## config.mk

```make
export PLATFORM = sky130hd
export DESIGN_NAME = interrupt_controller
export DESIGN_NICKNAME = d
export VERILOG_FILES = /design/src/common/intc_pkg.sv /design/src/verilog/post_router.sv /design/src/prio_queue/prio_queue.sv /design/src/verilog/priority_dispatcher.sv /design/src/verilog/interrupt_controller.sv
export VERILOG_INCLUDE_DIRS = /design/src /design/src/common
export SDC_FILE = /design/constraint.sdc
export NUM_CORES = 1
export LEC_CHECK = 0
export CORE_MARGIN = 2
export CORE_UTILIZATION = 35
export DETAILED_ROUTE_END_ITERATION = 10
export DONT_BUFFER_PORTS = 1
export PLACE_DENSITY_LB_ADDON = 0.3
export SYNTH_ARGS = -nofsm -noshare
export SYNTH_HDL_FRONTEND = slang
export SYNTH_SLANG_ARGS = --single-unit
```

## constraint.sdc

```tcl
create_clock -name clk -period 4.03 [get_ports clk]
set_input_delay 0.2015 -clock clk [delete_from_list [all_inputs] [get_ports clk]]
set_output_delay 0.2015 -clock clk [all_outputs]
set_load 0.05 [all_outputs]
```

## src/common/intc_config.svh

```systemverilog
`ifndef INTC_CONFIG_SVH
`define INTC_CONFIG_SVH

// Width of one event code.
`define INTC_DATA_W 8

// Number of priority levels, one queue each.
`define INTC_LEVELS 8

// Width of a level number.
`define INTC_PRI_W 3

// Entries per queue. Must be a power of two.
`define INTC_DEPTH 8

// Width of the occupancy count, which holds 0 up to the full depth.
`define INTC_CNT_W 4

// Saturating drop counter width.
`define INTC_DROP_W 8

`endif

```

## src/common/intc_pkg.sv

```systemverilog
`default_nettype none

`include "intc_config.svh"

package intc_pkg;

    // One event code as posted by a device.
    typedef logic [`INTC_DATA_W-1:0] data_t;

    // One priority level, 0 lowest.
    typedef logic [`INTC_PRI_W-1:0] pri_t;

    // One bit per level.
    typedef logic [`INTC_LEVELS-1:0] level_vec_t;

endpackage

`default_nettype wire

```

## src/verilog/post_router.sv

```systemverilog
`timescale 1ns/10ps
`default_nettype none

`include "intc_config.svh"

module post_router import intc_pkg::*; (
    input  wire logic                    clk,
    input  wire logic                    rst,
    input  wire logic                    post,
    input  wire pri_t                    post_pri,
    input  wire data_t                   post_data,
    input  wire level_vec_t              full,
    output level_vec_t                   push,
    output data_t                        push_data,
    output logic                         overflow,
    output logic [`INTC_DROP_W-1:0]      drop_count
);

    level_vec_t sel;
    logic       drop;

    // One-hot level select for the posted event.
    always_comb begin
        sel = '0;
        sel[post_pri] = post;
    end

    // A full queue refuses its push and the event is lost.
    assign push      = sel & ~full;
    assign push_data = post_data;
    assign drop      = post && full[post_pri];

    always_ff @(posedge clk) begin
        if (rst) begin
            overflow   <= 1'b0;
            drop_count <= '0;
        end else begin
            overflow <= drop;
            // Counter sticks at all ones.
            if (drop && (drop_count != '1)) begin
                drop_count <= drop_count + 1'b1;
            end
        end
    end

endmodule

`default_nettype wire

```

## src/prio_queue/prio_queue.sv

```systemverilog
`timescale 1ns/10ps
`default_nettype none

`include "intc_config.svh"

module prio_queue import intc_pkg::*; (
    input  wire logic  clk,
    input  wire logic  rst,
    input  wire logic  push,
    input  wire logic  pop,
    input  wire data_t push_data,
    output data_t      head_data,
    output logic       not_empty,
    output logic       full
);

    localparam int ptr_w = $clog2(`INTC_DEPTH);
    localparam logic [`INTC_CNT_W-1:0] depth_cnt = `INTC_DEPTH;

    data_t                   mem [`INTC_DEPTH];
    logic [ptr_w-1:0]        wr_ptr;
    logic [ptr_w-1:0]        rd_ptr;
    logic [`INTC_CNT_W-1:0]  count;
    logic                    at_cap;
    logic                    do_push;
    logic                    do_pop;

    assign at_cap    = (count == depth_cnt);
    assign not_empty = (count != '0);

    // A pop in this cycle frees a slot for a push in the same cycle.
    assign full = at_cap && !pop;

    assign do_push = push && !full;
    assign do_pop  = pop && not_empty;

    // The oldest entry always sits on the output.
    assign head_data = mem[rd_ptr];

    always_ff @(posedge clk) begin
        if (do_push) begin
            mem[wr_ptr] <= push_data;
        end
    end

    always_ff @(posedge clk) begin
        if (rst) begin
            wr_ptr <= '0;
            rd_ptr <= '0;
            count  <= '0;
        end else begin
            if (do_push) begin
                wr_ptr <= wr_ptr + 1'b1;
            end
            if (do_pop) begin
                rd_ptr <= rd_ptr + 1'b1;
            end
            case ({do_push, do_pop})
                2'b10: count <= count + 1'b1;
                2'b01: count <= count - 1'b1;
                default: count <= count;
            endcase
        end
    end

endmodule

`default_nettype wire

```

## src/verilog/priority_dispatcher.sv

```systemverilog
`timescale 1ns/10ps
`default_nettype none

`include "intc_config.svh"

module priority_dispatcher import intc_pkg::*; (
    input  wire logic                         clk,
    input  wire logic                         rst,
    input  wire logic                         read,
    input  wire level_vec_t                   not_empty,
    input  wire data_t [`INTC_LEVELS-1:0]     head_data,
    output level_vec_t                        pop,
    output logic                              pending,
    output pri_t                              pending_pri,
    output logic                              out_valid,
    output data_t                             out_data,
    output pri_t                              out_pri
);

    pri_t top_pri;
    logic take;

    // The last hit in the scan is the highest level.
    always_comb begin
        top_pri = '0;
        for (int i = 0; i < `INTC_LEVELS; i++) begin
            if (not_empty[i]) begin
                top_pri = pri_t'(i);
            end
        end
    end

    assign pending     = |not_empty;
    assign pending_pri = top_pri;

    // Reads with nothing pending are ignored.
    assign take = read && pending;

    always_comb begin
        pop = '0;
        pop[top_pri] = take;
    end

    always_ff @(posedge clk) begin
        if (rst) begin
            out_valid <= 1'b0;
        end else begin
            out_valid <= take;
        end
    end

    // The popped event is held for the cycle after the read.
    always_ff @(posedge clk) begin
        if (take) begin
            out_data <= head_data[top_pri];
            out_pri  <= top_pri;
        end
    end

endmodule

`default_nettype wire

```

## src/verilog/interrupt_controller.sv

```systemverilog
`timescale 1ns/10ps
`default_nettype none

`include "intc_config.svh"

module interrupt_controller import intc_pkg::*; (
    input  wire logic                    clk,
    input  wire logic                    rst,
    input  wire logic                    post,
    input  wire pri_t                    post_pri,
    input  wire data_t                   post_data,
    input  wire logic                    read,
    output logic                         pending,
    output pri_t                         pending_pri,
    output logic                         out_valid,
    output data_t                        out_data,
    output pri_t                         out_pri,
    output logic                         overflow,
    output logic [`INTC_DROP_W-1:0]      drop_count
);

    level_vec_t                  push;
    level_vec_t                  pop;
    level_vec_t                  full;
    level_vec_t                  not_empty;
    data_t                       push_data;
    data_t [`INTC_LEVELS-1:0]    head_data;

    post_router post_router_inst (
        .clk        (clk),
        .rst        (rst),
        .post       (post),
        .post_pri   (post_pri),
        .post_data  (post_data),
        .full       (full),
        .push       (push),
        .push_data  (push_data),
        .overflow   (overflow),
        .drop_count (drop_count)
    );

    // One queue per level.
    for (genvar i = 0; i < `INTC_LEVELS; i++) begin : queue_gen
        prio_queue prio_queue_inst (
            .clk       (clk),
            .rst       (rst),
            .push      (push[i]),
            .pop       (pop[i]),
            .push_data (push_data),
            .head_data (head_data[i]),
            .not_empty (not_empty[i]),
            .full      (full[i])
        );
    end

    priority_dispatcher priority_dispatcher_inst (
        .clk         (clk),
        .rst         (rst),
        .read        (read),
        .not_empty   (not_empty),
        .head_data   (head_data),
        .pop         (pop),
        .pending     (pending),
        .pending_pri (pending_pri),
        .out_valid   (out_valid),
        .out_data    (out_data),
        .out_pri     (out_pri)
    );

endmodule

`default_nettype wire

```

==> run_results.csv, run 1 <==
group,metric,value,unit
die,num_rows,99,
drt,drt_iter0_drc,1068,
drt,drc,0,
drt,wl_per_cell,20.9,µm
drt,routed_wl,55200,µm
logic_synthesis,synth.yosys.seq_area_share,0.697,
critical_path,worstReg2RegStart,"queue_gen[4].prio_queue_inst.count[0]$_SDFFE_PP0P_",
grt,grt_pass1_vias,13700,
placed_design,portBuffers,0,
outcome,status,"completed",
clock_network,clk_pin_slew,60,ps
placed_design,gp_congestion,0.808,
grt,grt.total_usage,0.148,
die,die_w,276,µm
finish,diodes,0,
sta,final.setup_skew,33.6,ps
power,seqPwrFrac,0.453,
run,max_cap_violations,0,
sta,hold_viol,0,
die,boundaryPins,40,
finish,fin_cells,2641,
critical_path,cp-startpoint,"queue_gen[4].prio_queue_inst.count[0]$_SDFFE_PP0P_",
clock_network,cts_buffers,70,
worst_hold_path,min_from,"read",
logic_synthesis,synthArstFlopShare,0,
clock_network,clock-sinks,637,
critical_path,setup.worst_path.class,"reg2reg",
clock_network,hold_buffers,24,
finish,drive_above_1_share,0.194,
logic_synthesis,synth_cell_types,63,
placed_design,dp_hpwl,34600,µm
critical_path,cp_max_fo,7,
clock_network,cts_root_buf,"clkbuf_16",
worst_hold_path,hold_class,"in2reg",
sta,slew_violations,0,
critical_path,arrival,4270,ps
finish,final_cell_mix,"edfxtp_1 (523), mux4_2 (128), nor2_1 (120), dfxtp_1 (114)",
logic_synthesis,syn_nets,1594,
finish,multi_input_comb_area,0.00747,mm²
clock_network,clkLatencyLatePin,610,ps
drt,detail_route.first_pass.iterations,5,
finish,area_delta_synth_final,15.9,%
placed_design,dp_cells,2488,
power,power.leakage,9.52,nW
sta,tightestPinTransition,973,ps
logic_synthesis,synth-main-ff-cell,"edfxtp_1",
sta,fin_crit_sh,0.933,
die,dieArea,0.0760,mm²
logic_synthesis,synth_edf_count,523,
logic_synthesis,synthCells,1538,
finish,nets,1681,
grt,grt_max_degree,99,
sta,rsz0062_at_grt,"no",
die,start_util,0.354,
sta,setup_violations,0,
die,core,0.0730,mm²
placed_design,postPlaceCellArea,0.0272,mm²
power,peakVddDrop,0.756,mV
clock_network,h-tree-depth,3,
clock_network,cts_tree,"yes",
drt,via_count,13500,
logic_synthesis,syn_area,0.0258,mm²
power,p_comb_frac,0.184,
critical_path,endpoint_kind,"register",
logic_synthesis,synth_area_per_cell,16.8,µm²
sta,maxSlewHeadroom,0.350,
grt,antenna_found_initial,0,
sta,max_freq,0.266,GHz
grt,grt_overflow,0,
power,p_sw,0.00512,W
logic_synthesis,ys_warn_count,0,
finish,regArea,0.0180,mm²
power,clock_power_share,0.363,
finish,layout_commonest_cell,"edfxtp_1",
drt,final_antenna_net_count,0,
sta,fin_crit,3760,ps
finish,n_fill_cell,6471,
clock_network,ctsLongestPathBuffers,3,
sta,tns,0,ps
logic_synthesis,ys_seq_elements,637,
drt,via_per_inst,5.12,
critical_path,crit_required,4540,ps
power,p_int,0.0123,W
clock_network,cts_resized,0,
finish,fin_area,0.0299,mm²
clock_network,cts_setup_buffers,0,
die,fp.dieH,276,µm
critical_path,start_kind,"register",
power,power_density,582,mW/mm²
power,power.share.switching,0.294,
grt,grt_pass1_wl,84700,µm
==> synth_stat cells (4+ instances only) <==
| cell type | count | share of area |
|---|---|---|
| buf_6 | 4 | 0.0017 |
| ha_1 | 41 | 0.020 |
| nor3b_1 | 14 | 0.0041 |
| inv_1 | 8 | 0.0012 |
| nor3_1 | 24 | 0.0047 |
| xor2_1 | 40 | 0.014 |
| or4_1 | 5 | 0.0015 |
| clkbuf_1 | 44 | 0.0064 |
| a22oi_1 | 9 | 0.0026 |
| buf_1 | 14 | 0.0020 |
| or3_1 | 12 | 0.0029 |
| nand3b_1 | 10 | 0.0029 |
| o21ai_0 | 28 | 0.0054 |
| a21oi_1 | 72 | 0.014 |
| nand2_1 | 64 | 0.0093 |
| nor2b_1 | 41 | 0.0099 |
| nand2b_1 | 17 | 0.0041 |
| mux2i_1 | 55 | 0.021 |
| nor4_1 | 7 | 0.0017 |
| a211oi_1 | 41 | 0.012 |
| buf_2 | 14 | 0.0027 |
| mux4_2 | 128 | 0.11 |
| nand3_1 | 11 | 0.0021 |
| nor4b_1 | 4 | 0.0014 |
| edfxtp_1 | 523 | 0.61 |
| xnor2_1 | 20 | 0.0068 |
| nor2_1 | 120 | 0.017 |
| dfxtp_1 | 114 | 0.088 |
| nor4bb_1 | 4 | 0.0016 |
==> power groups by stage <==
stage | Clock (W) | Sequential [W] | Combinational, W
floorplan | 0 | 0.00782 | 0.00218
global placement | 0 | 0.00801 | 0.00303
detailed placement | 0 | 0.00802 | 0.00307
CTS | 0.00648 | 0.00789 | 0.00323
global route | 0.00673 | 0.00792 | 0.00348
finish | 0.00632 | 0.00788 | 0.00321
==> critical path, stage by stage (launching register included) <==
cell and delay [ps]:
dfxtp_1 380, or4b_2 730, a41oi_1 240, nor4_1 70, dlygate4sd3_1 550, buf_4 170, inv_1 200, ha_1 300
xor2_1 180, ha_1 170, a21oi_1 50, xor2_1 170, or3_1 310, a21oi_1 160
==> state kept, by name (all words and copies together), names as in the netlist, named ones only <==
signal	count
post_router_inst.drop_count	8
post_router_inst.overflow	1
priority_dispatcher_inst.out_data	8
priority_dispatcher_inst.out_pri	3
priority_dispatcher_inst.out_valid	1
queue_gen.prio_queue_inst.count	32
queue_gen.prio_queue_inst.mem	512
queue_gen.prio_queue_inst.rd_ptr	24
queue_gen.prio_queue_inst.wr_ptr	24
==> final timing paths <==
path	end	slack, ps	cells after the start
hold / removal	queue_gen[7].prio_queue_inst.wr_ptr[0]$_SDFFE_PP0P_	30	4
setup / recovery	queue_gen[4].prio_queue_inst.count[2]$_SDFFE_PP0P_	270	13
setup reg to reg	queue_gen[4].prio_queue_inst.count[2]$_SDFFE_PP0P_	270	13
hold reg to reg	queue_gen[4].prio_queue_inst.wr_ptr[0]$_SDFFE_PP0P_	490	2
==> final cells by class <==
type                       count  share of cell area
multi-input combinational    816               0.250
clock buffer                 101              0.0659
sequential                   637               0.601
inverter                       8             0.00100
clock inverter                28              0.0112
timing repair buffer          92              0.0308
tap                          959              0.0401
==> cell families (layout without fill, tap and decap cells) <==
| group | Yosys count | count (layout) | share of synthesized area |
|---|---|---|---|
| flip-flops | 637 | 637 | 0.697 |
| AND/OR/NAND/NOR | 358 | 358 | 0.0735 |
| multiplexers | 183 | 183 | 0.133 |
| AO/OA/AOI/OAI | 174 | 174 | 0.0424 |
| buffers and inverters | 85 | 229 | 0.0143 |
| XOR/XNOR | 60 | 60 | 0.0204 |
| adder cells (fa/ha/maj) | 41 | 41 | 0.0199 |
==> metrics by stage <==
stage | hold slack [ps] | worst slack, ps | power, W | util
floorplan | 300 | 255 | 0.0100 | -
global placement | 289 | 429 | 0.0110 | 0.373
detailed placement | 291 | 391 | 0.0111 | 0.373
CTS | 2.83 | 275 | 0.0176 | 0.410
global route | 66.1 | 34.4 | 0.0181 | 0.410
finish | 28.5 | 271 | 0.0174 | 0.410
==> layer usage <==
layer	global-route usage	wire length, µm	vias to the layer above
met4	0.0394	1030	0
met2	0.240	26500	231
met3	0.0308	2540	75
li1	-	-	6214
met1	0.204	25200	6992
met5	0	0	-
(Power assumes the default switching activity.)
==> run 2, diff against run 1 <==
--- a/config.mk
+++ b/config.mk
@@ -6,7 +6,7 @@
 export SDC_FILE = /design/constraint.sdc
 export NUM_CORES = 1
 export LEC_CHECK = 0
-export CORE_MARGIN = 2
+export CORE_MARGIN = 10
 export CORE_UTILIZATION = 35
 export DETAILED_ROUTE_END_ITERATION = 10
 export DONT_BUFFER_PORTS = 1
==> run 2 against run 1 <==
Effect of this change: critical path depth is 1 lower; clock power increased by 4.7%; sequential power decreased by 0.5%; register-to-register slack gained 70 ps; cell count did not move; first-iteration DRC count shrank 6.8%; utilization grew 0.12 points; global-route usage is 1.9 points lower; setup slack better by 69 ps; maximum frequency rose by 1.9%; total power grew 1.8%; count of clock-buffer cells in the layout down 16.
==> run_results.csv, run 2 (synthesis gave the netlist of run 1 again) <==
group,metric,value,unit
drt,drc,0,
drt,via_count,13600,
sta,fin_crit,3690,ps
grt,grt_pass1_wl,84800,µm
clock_network,cts_buffers,71,
clock_network,cts_tree,"yes",
drt,drt_iter0_drc,995,
finish,final_cell_mix,"edfxtp_1 (523), mux4_2 (128), nor2_1 (120), dfxtp_1 (114), clkbuf_16 (73)",
drt,via_per_inst,5.14,
critical_path,arrival,4210,ps
die,die_w,292,µm
critical_path,crit_required,4550,ps
critical_path,path_cells,"or4_4 > nor4_4 > nand4_1 > o21ai_0 > nand2_1 > ha_1 > xor2_1 > ha_1 > a21oi_1 > xor2_1 > or3_1 > a21oi_1",
clock_network,cts_setup_buffers,0,
drt,routed_wl,55300,µm
sta,slew_violations,0,
drt,final_antenna_net_count,0,
critical_path,setup.worst_path.class,"reg2reg",
die,boundaryPins,40,
sta,fin_crit_sh,0.916,
power,power_density,590,mW/mm²
run,max_cap_violations,0,
die,core,0.0731,mm²
clock_network,clk_pin_slew,60,ps
outcome,status,"completed",
sta,max_freq,0.271,GHz
clock_network,clkLatencyLatePin,630,ps
die,fp.dieH,292,µm
power,power.leakage,9.58,nW
finish,n_fill_cell,6526,
grt,grt_overflow,0,
clock_network,clock-sinks,637,
grt,grt.total_usage,0.129,
finish,layout_commonest_cell,"edfxtp_1",
finish,diodes,0,
worst_hold_path,hold_class,"in2reg",
finish,drive_above_1_share,0.207,
sta,final.setup_skew,40.6,ps
drt,detail_route.first_pass.iterations,5,
clock_network,ctsLongestPathBuffers,3,
sta,maxSlewHeadroom,0.367,
critical_path,endpoint_kind,"register",
grt,grt_max_degree,99,
finish,largest_reg_flops,512,
clock_network,cts_resized,0,
critical_path,slowest_stage,"or4_4",
critical_path,cp_max_fo,9,
power,peakVddDrop,0.565,mV
finish,top_register,"queue_gen.prio_queue_inst.mem",
drt,wl_per_cell,20.9,µm
sta,holdWs,55.6,ps
grt,antenna_found_initial,1,
sta,tns,0,ps
die,num_rows,99,
placed_design,gp_congestion,0.792,
finish,nets,1680,
finish,reg_top3,"queue_gen.prio_queue_inst.mem (512), queue_gen.prio_queue_inst.count (32)",
die,dieArea,0.0850,mm²
critical_path,start_kind,"register",
critical_path,max_stage_delay,600,ps
clock_network,cts_root_buf,"clkbuf_16",
sta,hold_viol,0,
sta,rsz0062_at_grt,"no",
clock_network,h-tree-depth,3,
grt,grt_pass1_vias,13700,
finish,area_delta_synth_final,16.4,%
placed_design,portBuffers,0,
sta,setup_violations,0,
die,start_util,0.353,
placed_design,dp_hpwl,34300,µm
sta,tightestPinTransition,945,ps
## run 2: layer usage
layer	wire length, µm	vias to the layer above	global-route usage
met5	0	-	0
met4	1010	0	0.0370
met3	2730	72	0.0293
met2	26200	263	0.204
met1	25400	7016	0.176
li1	-	6214	-
## run 2: what timing repair did
action                                 in CTS  in global routing
setup endpoints to repair                   0                  0
endpoints found under the hold margin     626                  0
hold buffers                               21                  0
## run 2: report_power, final
| part | internal [W] | switching, W | leakage, nW |
|---|---|---|---|
| Combinational | 0.00116 | 0.00210 | 2.76 |
| Sequential | 0.00737 | 0.000469 | 5.63 |
| Clock | 0.00392 | 0.00270 | 1.19 |
## run 2: worst paths after layout
check / end / start / depth (start not counted) / slack [ps]
worst max register to register: queue_gen[1].prio_queue_inst.count[2]$_SDFFE_PP0P_ / queue_gen[4].prio_queue_inst.count[1]$_SDFFE_PP0P_ / 12 / 340
worst min-delay path: queue_gen[4].prio_queue_inst.wr_ptr[1]$_SDFFE_PP0P_ / post_pri[1] / 4 / 60
worst min register to register: queue_gen[4].prio_queue_inst.wr_ptr[0]$_SDFFE_PP0P_ / queue_gen[4].prio_queue_inst.wr_ptr[0]$_SDFFE_PP0P_ / 2 / 500
worst max-delay path: queue_gen[1].prio_queue_inst.count[2]$_SDFFE_PP0P_ / queue_gen[4].prio_queue_inst.count[1]$_SDFFE_PP0P_ / 12 / 340
## run 2: critical path, delay by kind of cell, from the launching register on
family / cells / cell delay (ps)
flops: 1 / 390
fa+ha+maj: 2 / 530
simple gates: 5 / 1760
xor+xnor: 2 / 260
compound gates: 3 / 660
## run 2: cell type report
type,instances,area [µm²],share of cell area
multi-input combinational,816,7480,0.249
tap,959,1200,0.0399
clock buffer,85,1920,0.0639
inverter,8,30.0,0.000999
timing repair buffer,90,898,0.0299
sequential,637,18000,0.598
clock inverter,46,538,0.0179
## run 2: stage by stage
step	setup WS (ps)	utilization	cell area, µm²	std cells	total power, W
after floorplan	255	-	25800	1538	0.0100
after CTS	359	0.411	30100	2641	0.0179
after detailed placement	391	0.373	27200	2489	0.0111
after global placement	425	0.373	27200	2489	0.0111
after global routing	63.9	0.411	30100	2641	0.0185
final	339	0.411	30100	2641	0.0177
==> run 3, diff against run 2 <==
--- a/config.mk
+++ b/config.mk
@@ -10,7 +10,6 @@
 export CORE_UTILIZATION = 35
 export DETAILED_ROUTE_END_ITERATION = 10
 export DONT_BUFFER_PORTS = 1
-export PLACE_DENSITY_LB_ADDON = 0.3
 export SYNTH_ARGS = -nofsm -noshare
 export SYNTH_HDL_FRONTEND = slang
 export SYNTH_SLANG_ARGS = --single-unit
==> constraint.sdc (replaced) <==
create_clock -name clk -period 4.03 [get_ports clk]
set_input_delay 0.2015 -clock clk [delete_from_list [all_inputs] [get_ports clk]]
set_output_delay 0.2015 -clock clk [all_outputs]
set_load 0.1 [all_outputs]
==> run 3 against run 2 <==
Effect of this change: register-to-register slack improved by 110 ps; cell count fell by 0.30%; via count is 1.4% higher; setup slack better by 110 ps; total power increased by 1.4%; sequential share of layout area rose by 0.27 points; routed wire length grew 0.97%; clock power down 5.4%; flip-flop and latch count unchanged; count of clock-buffer cells in the layout up 6; design area is 0.44% lower; first-iteration DRC count up 5.6%.
==> run_results.csv, run 3 (synthesis gave the netlist of run 1 again) <==
group,metric,value,unit
power,power.share.switching,0.310,
finish,layout_commonest_cell,"edfxtp_1",
sta,hold_viol,0,
clock_network,cts_resized,0,
critical_path,slowest_stage,"or4_4",
sta,final.setup_skew,22.3,ps
clock_network,clk_pin_slew,60,ps
finish,diodes,0,
drt,via_per_inst,5.22,
power,p_sw,0.00557,W
die,start_util,0.353,
clock_network,cts_setup_buffers,0,
finish,fin_cells,2633,
critical_path,path_cells,"or4_4 > nor4_4 > nand4_1 > o21ai_0 > buf_4 > nand2_1 > ha_4 > xor2_1 > ha_2 > a21oi_2 > xor2_1 > or3_1 > a21oi_1",
die,fp.dieH,292,µm
clock_network,cts_root_buf,"clkbuf_16",
die,dieArea,0.0850,mm²
critical_path,crit_required,4540,ps
critical_path,setup.worst_path.class,"reg2reg",
placed_design,portBuffers,0,
finish,nets,1678,
power,p_comb_frac,0.203,
sta,setup_violations,0,
sta,max_freq,0.279,GHz
worst_hold_path,hold_class,"in2reg",
outcome,status,"completed",
finish,final_cell_mix,"edfxtp_1 (523), mux4_2 (128), nor2_1 (120), dfxtp_1 (113), buf_4 (73)",
power,clock_power_share,0.348,
sta,rsz0062_at_grt,"no",
critical_path,arrival,4090,ps
sta,slew_violations,0,
power,power_density,601,mW/mm²
die,core,0.0731,mm²
run,max_cap_violations,0,
power,seqPwrFrac,0.449,
die,die_w,292,µm
sta,layout_setup_ws,451,ps
critical_path,crit_top_cell,"xor2_1",
clock_network,cts_tree,"yes",
critical_path,crit_family,"simple AND/OR/NAND/NOR gates",
placed_design,gp_congestion,0.798,
critical_path,cp_max_fo,9,
critical_path,start_kind,"register",
die,boundaryPins,40,
finish,final_core_util,0.409,
power,power.leakage,9.51,nW
power,p_int,0.0124,W
clock_network,h-tree-depth,3,
critical_path,worstReg2RegStart,"queue_gen[4].prio_queue_inst.count[1]$_SDFFE_PP0P_",
grt,grt_pass1_vias,14000,
placed_design,dp_slack,464,ps
sta,fin_crit_sh,0.888,
critical_path,cp-startpoint,"queue_gen[4].prio_queue_inst.count[1]$_SDFFE_PP0P_",
drt,drt_iter0_drc,1051,
clock_network,clkLatencyLatePin,590,ps
critical_path,endpoint_kind,"register",
drt,final_antenna_net_count,0,
sta,holdWs,5.43,ps
grt,antenna_found_initial,1,
die,num_rows,99,
finish,area_delta_synth_final,15.9,%
power,p_total,0.0180,W
finish,reg_top3,"queue_gen.prio_queue_inst.mem (512), queue_gen.prio_queue_inst.count (32)",
drt,routed_wl,55900,µm
placed_design,dp_hpwl,35400,µm
clock_network,clock-sinks,637,
critical_path,path_buf_inv,1,
sta,fin_crit,3580,ps
clock_network,hold_buffers,18,
placed_design,dp_cells,2495,
sta,tightestPinTransition,1080,ps
drt,drc,0,
grt,grt_overflow,0,
grt,grt.total_usage,0.130,
power,peakVddDrop,0.620,mV
drt,detail_route.first_pass.iterations,5,
clock_network,ctsLongestPathBuffers,3,
grt,grt_max_degree,99,
sta,maxSlewHeadroom,0.282,
finish,top_register,"queue_gen.prio_queue_inst.mem",
grt,grt_pass1_wl,85600,µm
drt,wl_per_cell,21.2,µm
clock_network,cts_buffers,66,
finish,drive_above_1_share,0.205,
finish,largest_reg_flops,512,
critical_path,max_stage_delay,610,ps
drt,via_count,13700,
worst_hold_path,min_from,"rst",
-- run 3: cell count changes in the layout (fill, tap and decap cells not counted), moves of 3 or more --
cell           before  now
clkbuf_16          73   70
ha_1               41   36
clkbuf_1            7   13
clkinvlp_4          8    2
dlygate4sd3_1      12    9
clkinv_2           17    8
ha_4                0    3
buf_4              68   73
clkbuf_8            5    8
clkinv_16           3    0
-- run 3: layer usage --
metal	part of all wire	global-route usage
met5	0	0
met1	0.45	0.180
met4	0.020	0.0336
met2	0.47	0.204
met3	0.065	0.0304
-- run 3: final timing paths --
check / endpoint / slack [ps] / cells past startpoint
max: queue_gen[1].prio_queue_inst.count[2]$_SDFFE_PP0P_ / 450 / 13
min: queue_gen[7].prio_queue_inst.count[1]$_SDFFE_PP0P_ / 5 / 2
min reg2reg: queue_gen[6].prio_queue_inst.wr_ptr[0]$_SDFFE_PP0P_ / 490 / 2
max reg2reg: queue_gen[1].prio_queue_inst.count[2]$_SDFFE_PP0P_ / 450 / 13
-- run 3: cell type report --
class | count | area, µm²
clock buffers | 91 | 1910
clock inverters | 29 | 335
fillers | 6544 | 43200
inverters | 8 | 30.0
multi-input cells | 816 | 7520
flip-flops and latches | 637 | 18000
well taps | 959 | 1200
repair buffers | 93 | 933
-- run 3: through the flow --
| stage | cell area [µm²] | TNS [ps] |
|---|---|---|
| after detailed placement | 27300 | 0 |
| after global placement | 27300 | 0 |
| final | 29900 | 0 |
| after global routing | 29900 | 0 |
| after CTS | 29900 | 0 |
| after floorplan | 25900 | -552 |
-- run 3: power by group through the flow --
stage / clock network, W / registers [W] / logic [W]
final: 0.00626 / 0.00807 / 0.00365
after floorplan: 0 / 0.00807 / 0.00242
after global placement: 0 / 0.00820 / 0.00345
after detailed placement: 0 / 0.00821 / 0.00351
after global routing: 0.00666 / 0.00810 / 0.00392
after CTS: 0.00641 / 0.00808 / 0.00367
